===== src/hdl/dmr_pkg.sv =====
// Shared types and opcode encodings for the DMR accumulator subsystem
// Every opcode returns the new accumulator value as its result
// ROTL uses only the low 5 bits of the operand
package dmr_pkg;

  // Operand and result word
  typedef logic [31:0] word_t;

  // Operation code, see constants below
  typedef logic [1:0] opcode_t;

  // Mismatch count, saturates at all ones
  typedef logic [15:0] err_cnt_t;

  // acc = acc + operand
  localparam opcode_t OP_ADD  = 2'd0;

  // acc = acc ^ operand
  localparam opcode_t OP_XOR  = 2'd1;

  // acc = operand
  localparam opcode_t OP_LOAD = 2'd2;

  // acc = acc rotated left by operand[4:0]
  localparam opcode_t OP_ROTL = 2'd3;

endpackage


===== src/hdl/acc_core.sv =====
`timescale 1ns/1ps
// Two-stage accumulator core, one operation per cycle, never stalls
// Result appears two cycles after the operation is presented
module acc_core import dmr_pkg::*; (
  input  logic    clk_i,
  input  logic    rst_n_i,
  input  logic    op_valid_i,
  input  opcode_t op_code_i,
  input  word_t   op_data_i,
  output logic    res_valid_o,
  output word_t   res_data_o
);

  logic        s1_valid_q;
  opcode_t     s1_code_q;
  word_t       s1_data_q;
  word_t       acc_q;
  word_t       acc_d;
  logic [63:0] rot_wide;

  // Stage 1 control
  always_ff @(posedge clk_i or negedge rst_n_i) begin
    if (!rst_n_i) begin
      s1_valid_q <= 1'b0;
    end else begin
      s1_valid_q <= op_valid_i;
    end
  end

  // Stage 1 operands
  always_ff @(posedge clk_i) begin
    if (op_valid_i) begin
      s1_code_q <= op_code_i;
      s1_data_q <= op_data_i;
    end
  end

  // Upper half of the doubled word is the rotated value
  assign rot_wide = {acc_q, acc_q} << s1_data_q[4:0];

  always_comb begin
    case (s1_code_q)
      OP_ADD:  acc_d = acc_q + s1_data_q;
      OP_XOR:  acc_d = acc_q ^ s1_data_q;
      OP_LOAD: acc_d = s1_data_q;
      default: acc_d = rot_wide[63:32];
    endcase
  end

  // Stage 2, accumulator doubles as the result register
  always_ff @(posedge clk_i or negedge rst_n_i) begin
    if (!rst_n_i) begin
      acc_q       <= '0;
      res_valid_o <= 1'b0;
    end else begin
      if (s1_valid_q) begin
        acc_q <= acc_d;
      end
      res_valid_o <= s1_valid_q;
    end
  end

  assign res_data_o = acc_q;

endmodule


===== src/hdl/dmr_checker.sv =====
`timescale 1ns/1ps
// Lockstep result checker with tagged output buffer
// Core 0 result is forwarded, the flag marks any disagreement
// Buffer overflow is prevented upstream by the issuer
module dmr_checker import dmr_pkg::*; #(
  parameter int unsigned OutDepth   = 4,
  parameter int unsigned OutCredits = 2
) (
  input  logic     clk_i,
  input  logic     rst_n_i,
  input  logic     res0_valid_i,
  input  word_t    res0_data_i,
  input  logic     res1_valid_i,
  input  word_t    res1_data_i,
  input  logic     res_credit_i,
  output logic     res_valid_o,
  output word_t    res_data_o,
  output logic     res_err_o,
  output logic     res_sent_o,
  output err_cnt_t err_count_o
);

  localparam int unsigned PtrW = (OutDepth > 1) ? $clog2(OutDepth) : 1;
  localparam int unsigned CntW = $clog2(OutDepth + 1);
  localparam int unsigned CrdW = $clog2(OutCredits + 1);

  word_t           buf_data_q [OutDepth];
  logic            buf_err_q  [OutDepth];
  logic [PtrW-1:0] wr_ptr_q;
  logic [PtrW-1:0] rd_ptr_q;
  logic [CntW-1:0] buf_cnt_q;
  logic [CrdW-1:0] credit_q;
  err_cnt_t        err_cnt_q;
  logic            wr_en;
  logic            mismatch;
  logic            send;

  // A valid on only one side also counts as a mismatch
  assign wr_en    = res0_valid_i || res1_valid_i;
  assign mismatch = (res0_valid_i != res1_valid_i) || (res0_data_i != res1_data_i);

  // Send from the head whenever a credit is held
  assign send        = (buf_cnt_q != '0) && (credit_q != '0);
  assign res_sent_o  = send;
  assign err_count_o = err_cnt_q;

  always_ff @(posedge clk_i) begin
    if (wr_en) begin
      buf_data_q[wr_ptr_q] <= res0_data_i;
      buf_err_q[wr_ptr_q]  <= mismatch;
    end
  end

  always_ff @(posedge clk_i or negedge rst_n_i) begin
    if (!rst_n_i) begin
      wr_ptr_q  <= '0;
      rd_ptr_q  <= '0;
      buf_cnt_q <= '0;
    end else begin
      if (wr_en) begin
        wr_ptr_q <= (wr_ptr_q == PtrW'(OutDepth - 1)) ? '0 : wr_ptr_q + 1'b1;
      end
      if (send) begin
        rd_ptr_q <= (rd_ptr_q == PtrW'(OutDepth - 1)) ? '0 : rd_ptr_q + 1'b1;
      end
      buf_cnt_q <= buf_cnt_q + CntW'(wr_en) - CntW'(send);
    end
  end

  // Output credits and saturating error count
  always_ff @(posedge clk_i or negedge rst_n_i) begin
    if (!rst_n_i) begin
      credit_q  <= CrdW'(OutCredits);
      err_cnt_q <= '0;
    end else begin
      credit_q <= credit_q + CrdW'(res_credit_i) - CrdW'(send);
      if (wr_en && mismatch && (err_cnt_q != '1)) begin
        err_cnt_q <= err_cnt_q + 1'b1;
      end
    end
  end

  // Registered output port
  always_ff @(posedge clk_i or negedge rst_n_i) begin
    if (!rst_n_i) begin
      res_valid_o <= 1'b0;
    end else begin
      res_valid_o <= send;
    end
  end

  always_ff @(posedge clk_i) begin
    if (send) begin
      res_data_o <= buf_data_q[rd_ptr_q];
      res_err_o  <= buf_err_q[rd_ptr_q];
    end
  end

endmodule


===== src/hdl/dmr_top.sv =====
`timescale 1ns/1ps
// DMR accumulator subsystem with credit-based input and output
// fault_mask_i corrupts core 1 results only, for checker self-test
// Sender starts with InDepth credits, receiver grants OutCredits
module dmr_top import dmr_pkg::*; #(
  parameter int unsigned InDepth    = 4,
  parameter int unsigned OutDepth   = 4,
  parameter int unsigned OutCredits = 2
) (
  input  logic     clk_i,
  input  logic     rst_n_i,
  input  logic     op_valid_i,
  input  opcode_t  op_code_i,
  input  word_t    op_data_i,
  input  word_t    fault_mask_i,
  input  logic     res_credit_i,
  output logic     in_credit_o,
  output logic     res_valid_o,
  output word_t    res_data_o,
  output logic     res_err_o,
  output err_cnt_t err_count_o
);

  logic    iss_valid;
  opcode_t iss_code;
  word_t   iss_data;
  logic    res0_valid;
  word_t   res0_data;
  logic    res1_valid;
  word_t   res1_data_raw;
  word_t   res1_data;
  logic    res_sent;

  op_issue #(
    .InDepth  ( InDepth  ),
    .OutDepth ( OutDepth )
  ) u_issue (
    .clk_i       ( clk_i       ),
    .rst_n_i     ( rst_n_i     ),
    .op_valid_i  ( op_valid_i  ),
    .op_code_i   ( op_code_i   ),
    .op_data_i   ( op_data_i   ),
    .res_sent_i  ( res_sent    ),
    .in_credit_o ( in_credit_o ),
    .iss_valid_o ( iss_valid   ),
    .iss_code_o  ( iss_code    ),
    .iss_data_o  ( iss_data    )
  );

  acc_core u_core0 (
    .clk_i       ( clk_i      ),
    .rst_n_i     ( rst_n_i    ),
    .op_valid_i  ( iss_valid  ),
    .op_code_i   ( iss_code   ),
    .op_data_i   ( iss_data   ),
    .res_valid_o ( res0_valid ),
    .res_data_o  ( res0_data  )
  );

  acc_core u_core1 (
    .clk_i       ( clk_i         ),
    .rst_n_i     ( rst_n_i       ),
    .op_valid_i  ( iss_valid     ),
    .op_code_i   ( iss_code      ),
    .op_data_i   ( iss_data      ),
    .res_valid_o ( res1_valid    ),
    .res_data_o  ( res1_data_raw )
  );

  // Fault injection on the compare path only
  assign res1_data = res1_data_raw ^ fault_mask_i;

  dmr_checker #(
    .OutDepth   ( OutDepth   ),
    .OutCredits ( OutCredits )
  ) u_checker (
    .clk_i        ( clk_i        ),
    .rst_n_i      ( rst_n_i      ),
    .res0_valid_i ( res0_valid   ),
    .res0_data_i  ( res0_data    ),
    .res1_valid_i ( res1_valid   ),
    .res1_data_i  ( res1_data    ),
    .res_credit_i ( res_credit_i ),
    .res_valid_o  ( res_valid_o  ),
    .res_data_o   ( res_data_o   ),
    .res_err_o    ( res_err_o    ),
    .res_sent_o   ( res_sent     ),
    .err_count_o  ( err_count_o  )
  );

endmodule


===== src/hdl/op_issue.sv =====
`timescale 1ns/1ps
// Input operation FIFO and issue stage feeding both cores
// The sender must stay within its credits; a full FIFO is not guarded
// Issue stalls once OutDepth results are in flight or buffered
module op_issue import dmr_pkg::*; #(
  parameter int unsigned InDepth  = 4,
  parameter int unsigned OutDepth = 4
) (
  input  logic    clk_i,
  input  logic    rst_n_i,
  input  logic    op_valid_i,
  input  opcode_t op_code_i,
  input  word_t   op_data_i,
  input  logic    res_sent_i,
  output logic    in_credit_o,
  output logic    iss_valid_o,
  output opcode_t iss_code_o,
  output word_t   iss_data_o
);

  localparam int unsigned PtrW = (InDepth > 1) ? $clog2(InDepth) : 1;
  localparam int unsigned CntW = $clog2(InDepth + 1);
  localparam int unsigned OutW = $clog2(OutDepth + 1);

  typedef enum logic [1:0] {
    IDLE,
    ISSUE,
    FULL_WAIT
  } iss_state_e;

  iss_state_e state_q, state_d;

  opcode_t         fifo_code_q [InDepth];
  word_t           fifo_data_q [InDepth];
  logic [PtrW-1:0] wr_ptr_q;
  logic [PtrW-1:0] rd_ptr_q;
  logic [CntW-1:0] fifo_cnt_q;
  logic [OutW-1:0] outst_q;
  logic            fifo_empty;
  logic            room;
  logic            pop;

  assign fifo_empty  = (fifo_cnt_q == '0);
  // Space left in the checker buffer for one more result
  assign room        = (outst_q < OutW'(OutDepth));
  assign pop         = !fifo_empty && room;
  assign in_credit_o = pop;
  assign iss_valid_o = (state_q == ISSUE);

  // FIFO storage
  always_ff @(posedge clk_i) begin
    if (op_valid_i) begin
      fifo_code_q[wr_ptr_q] <= op_code_i;
      fifo_data_q[wr_ptr_q] <= op_data_i;
    end
  end

  always_ff @(posedge clk_i or negedge rst_n_i) begin
    if (!rst_n_i) begin
      wr_ptr_q   <= '0;
      rd_ptr_q   <= '0;
      fifo_cnt_q <= '0;
      outst_q    <= '0;
    end else begin
      if (op_valid_i) begin
        wr_ptr_q <= (wr_ptr_q == PtrW'(InDepth - 1)) ? '0 : wr_ptr_q + 1'b1;
      end
      if (pop) begin
        rd_ptr_q <= (rd_ptr_q == PtrW'(InDepth - 1)) ? '0 : rd_ptr_q + 1'b1;
      end
      fifo_cnt_q <= fifo_cnt_q + CntW'(op_valid_i) - CntW'(pop);
      // Issued but not yet sent out
      outst_q    <= outst_q + OutW'(pop) - OutW'(res_sent_i);
    end
  end

  // Issue FSM, ISSUE marks a valid operation on the core bus
  always_comb begin
    if (pop) begin
      state_d = ISSUE;
    end else if (!fifo_empty) begin
      state_d = FULL_WAIT;
    end else begin
      state_d = IDLE;
    end
  end

  always_ff @(posedge clk_i or negedge rst_n_i) begin
    if (!rst_n_i) begin
      state_q <= IDLE;
    end else begin
      state_q <= state_d;
    end
  end

  // Issue payload, same word to both cores
  always_ff @(posedge clk_i) begin
    if (pop) begin
      iss_code_o <= fifo_code_q[rd_ptr_q];
      iss_data_o <= fifo_data_q[rd_ptr_q];
    end
  end

endmodule


===== config.mk =====
export PLATFORM = sky130hd
export DESIGN_NAME = dmr_top
export DESIGN_NICKNAME = d
export VERILOG_FILES = /design/src/hdl/dmr_pkg.sv /design/src/hdl/acc_core.sv /design/src/hdl/dmr_checker.sv /design/src/hdl/dmr_top.sv /design/src/hdl/op_issue.sv
export SDC_FILE = /design/constraint.sdc
export NUM_CORES = 1
export LEC_CHECK = 0
export BUFFER_PORTS_ARGS = -buffer_cell sky130_fd_sc_hd__buf_2
export CELL_PAD_IN_SITES_DETAIL_PLACEMENT = 1
export CELL_PAD_IN_SITES_GLOBAL_PLACEMENT = 1
export CORE_ASPECT_RATIO = 1.75
export CORE_MARGIN = 3
export CORE_UTILIZATION = 55
export DETAILED_ROUTE_END_ITERATION = 6
export GPL_TIMING_DRIVEN = 0
export PLACE_DENSITY = 0.94
export SETUP_SLACK_MARGIN = 0.5
export SYNTH_ARGS = -nofsm -noshare
export SYNTH_HDL_FRONTEND = slang
export SYNTH_HIERARCHICAL = 1
export SYNTH_SLANG_ARGS = --single-unit
export TNS_END_PERCENT = 10

===== constraint.sdc =====
create_clock -name clk_i -period 6.6 [get_ports clk_i]
set_input_delay 1.32 -clock clk_i [delete_from_list [all_inputs] [get_ports clk_i]]
set_output_delay 1.32 -clock clk_i [all_outputs]
set_load 0.02 [all_outputs]

==> metrics.yaml <==
synthesis:
  synth-edff-count: 403
  ys_ff_latch: 509
  netlist_area_um2: 27900
  synth_area_leader_cell: "edfxtp_1"
  synth_area_leaders: "edfxtp_1 43%, mux4_2 11%, dfrtp_1 9.4%, mux2i_1 3.7%, ha_1 3.5%"
  ys_warn_count: 6
  synth_nets: 2295
  synth.distinct_cells: 100
  ys_async_sr_fraction_pct: 20.8
  syn_inst: 2141
  yosys.area.top_type_share_pct: 43.3
  synth.avg_cell_area_um2: 13.0
  ys.flop_type: "edfxtp_1"
  yosysSeqAreaShare_pct: 52.8
timing:
  tightest_slew_ns: 0.991
  max_slew_margin_pct: 34.0
  setup_tns_ns: 0
  setup_viol: 0
  period_share_pct: 63.0
  hold_viol_final: 0
  fmax_mhz: 240
  final.min_clock_period_ns: 4.16
  rsz0062_at_grt: "no"
  slew_viol_final: 0
  fin_skew_ns: 0.0372
die:
  dieArea_um2: 53600
  fp-row-count: 108
  start_util_pct: 56.0
  core-area_um2: 49900
  fp.dieW_um: 176
  ios: 121
  die_y_um: 304
setup_path:
  cpPeakStageDelay_ns: 0.60
  slowest_stage: "a31oi_1"
  reg2reg_from: "u_core1/s1_data_q[1]$_DFFE_PP_"
  cp_cell_sequence: "buf_2 -> inv_2 -> buf_2 -> fa_1 -> nor2b_1 -> o2111ai_1 -> nand3b_1 -> a31oi_1 -> a211oi_1 -> o31ai_1 -> o21ai_0 -> xnor2_1 -> a31oi_1"
  worstSetupPathType: "reg -> reg"
  cp.required_ns: 7.02
  crit_family: "compound AO/OA/AOI/OAI gates"
  r2r_cells: 13
  r2r_slack_ns: 2.44
  crit_path_end_kind: "flop"
  worstPathArrival_ns: 4.58
  critPathBufInv: 3
  cp_max_fo: 10
  worstSetupStartpoint: "u_core1/s1_data_q[1]$_DFFE_PP_"
  r2r_end: "u_core1/res_data_o[30]$_DFFE_PN0P_"
  crit_path_start_kind: "flop"
placed_design:
  port_buffers: 120
  hpwl_mm: 73.8
  gp_congestion: 1.01
  dpl.cell_count: 2930
detailed_routing:
  ant_nets: 0
  wl_per_cell_um: 33.7
  drt-pass1-iter-count: 5
  wirelength_mm: 102
  drc_errors: 0
  vias_per_cell: 6.93
  vias: 20900
  drtIter0Drc: 2225
clock_network:
  clock-sinks: 509
  clkLatencyLatePin_ns: 0.61
  htree_levels: 2
  tritoncts: "yes"
  cts_root_buf: "clkbuf_16"
  cts_hold_buffers: 0
  cts.clk_slew.worst_paths_ns: 0.07
  cts_made_buffers: 47
  postCtsSetupRepairBufs: 0
  postCtsResizedCells: 0
  clock_path_buffers: 3
grt:
  grt_use_total_pct: 37.8
  antenna_found_initial: 1
  grt_max_degree: 55
  grt.overflow.total: 0
  grt_pass1_wl_mm: 149
  grt_pass1_vias: 22600
status:
  outcome: "finished, final reports clean"
layout:
  fin_nets: 2473
  syn_to_final_growth_pct: 12.1
  final_cells: 3019
  drive_gt1_share_pct: 21.0
  fill_cells: 4780
min_path:
  hp-class: "reg -> reg"
  holdPathEnd: "u_core0/res_valid_o$_DFF_PN0_"
  hp-start: "u_core0/s1_valid_q$_DFF_PN0_"
  min_path_cells: 0
job:
  maxCapViolations: 0
-- worst max path at each step --
stage | to | cells after the start | slack (ns)
4_1_cts | u_core1/res_data_o[30]$_DFFE_PN0P_ | 13 | 2.45
5_1_grt | u_core1/res_data_o[30]$_DFFE_PN0P_ | 13 | 2.21
3_5_place_dp | u_core1/res_data_o[30]$_DFFE_PN0P_ | 13 | 2.48
6_report | u_core1/res_data_o[30]$_DFFE_PN0P_ | 13 | 2.44
3_3_place_gp | u_core0/s1_data_q[16]$_DFFE_PP_ | 1 | 1.45
2_1_floorplan | u_core0/s1_code_q[0]$_DFFE_PP_ | 1 | 2.68
-- per-stage QoR --
stage          instance area, um2  util [%]  hold WS [ns]  setup WS, ns
6_report                    31300      62.8         0.396          2.44
5_1_grt                     31300      62.8         0.418          2.21
2_1_floorplan               27900         -         0.352          2.68
3_3_place_gp                29400      58.9         0.372          1.45
3_5_place_dp                29600      59.4         0.385          2.48
4_1_cts                     31300      62.8         0.406          2.45
-- worst register-to-register path, cell delays in order, from the launching register on --
cell	delay (ns)
edfxtp_1	0.40
buf_2	0.23
inv_2	0.24
buf_2	0.39
fa_1	0.30
nor2b_1	0.07
o2111ai_1	0.18
nand3b_1	0.18
a31oi_1	0.60
a211oi_1	0.27
o31ai_1	0.60
o21ai_0	0.24
xnor2_1	0.18
a31oi_1	0.10
-- layout by cell type, fill, tap and decap left out, types with 18 or more instances in the layout --
cell type,instances
edfxtp_1,403
nor2_1,205
buf_2,143
a21oi_1,135
mux4_2,134
nand2_1,124
dfrtp_1,105
mux2i_1,102
ha_1,79
clkbuf_1,75
o21ai_0,59
inv_1,56
mux2_2,53
xor2_1,49
clkbuf_16,49
xnor2_1,44
a21o_1,33
nor3_1,29
nand3_1,26
a31oi_1,26
mux2_1,25
buf_1,19
nand4_1,18
o21ai_1,18
-- cells by family after synthesis --
group / after synthesis / synth area share [%]
and+or+nand+nor: 514 / 8.70
DFF: 509 / 52.8
AOI/OAI and AO/OA: 425 / 10.0
buffers and inverters: 190 / 3.09
muxes: 326 / 18.5
adders and majority gates: 84 / 3.90
xor gates and xnor gates: 93 / 2.92
-- cell type report --
cell class / count / area, um2 / area share [%]
Sequential cell: 509 / 14800 / 47.1
Buffer: 125 / 619 / 1.98
Clock buffer: 62 / 1350 / 4.29
Timing Repair Buffer: 129 / 795 / 2.54
Multi-Input combinational cell: 1442 / 12400 / 39.5
Inverter: 65 / 244 / 0.779
Antenna cell: 1 / 2.50 / 0.00799
Tap cell: 660 / 826 / 2.64
Clock inverter: 26 / 369 / 1.18
-- state kept, by name (all words and copies together), names as in the netlist, 3 cells and up --
register	cells
u_checker/buf_data_q	128
u_issue/fifo_data_q	128
u_checker/res_data_o	32
u_core0/res_data_o	32
u_core0/s1_data_q	32
u_core1/res_data_o	32
u_core1/s1_data_q	32
u_issue/iss_data_o	32
u_checker/err_count_o	16
u_issue/fifo_code_q	8
u_checker/buf_err_q	4
u_checker/buf_cnt_q	3
u_issue/fifo_cnt_q	3
u_issue/outst_q	3
-- per-layer routing --
layer	GRT usage, %	vias up	wire [um]
met5	0	-	0
met3	4.99	436	6300
li1	-	8630	-
met4	28.2	0	9580
met1	41.4	10600	34000
met2	65.9	1276	52000
-- cells in the mapped netlist (all sizes together) (5+ instances only) --
cell type    n
or4          8
a221o        5
xor2        49
or2         15
nor3        31
o21a         9
and3        13
o22ai        5
ha          79
o311ai      14
dfrtp      105
a21o        33
and2         6
nor4         7
xnor2       44
mux2        83
nor2       206
mux2i      102
fa           5
mux4       141
a31oi       26
edfxtp     403
nor2b       17
a21oi      135
clkbuf      69
nand2b       9
a22oi       13
nand4       19
or3         16
nand3       27
o41ai        5
o31ai       14
o21ai       78
o32ai        7
o211ai      12
a32oi        5
inv         61
nand2      127
o21bai       7
buf         56
a211oi      13
Power is left out: the tool's default activity adds up to more than one toggle a clock period on the data nets, which glitch-free logic cannot reach.
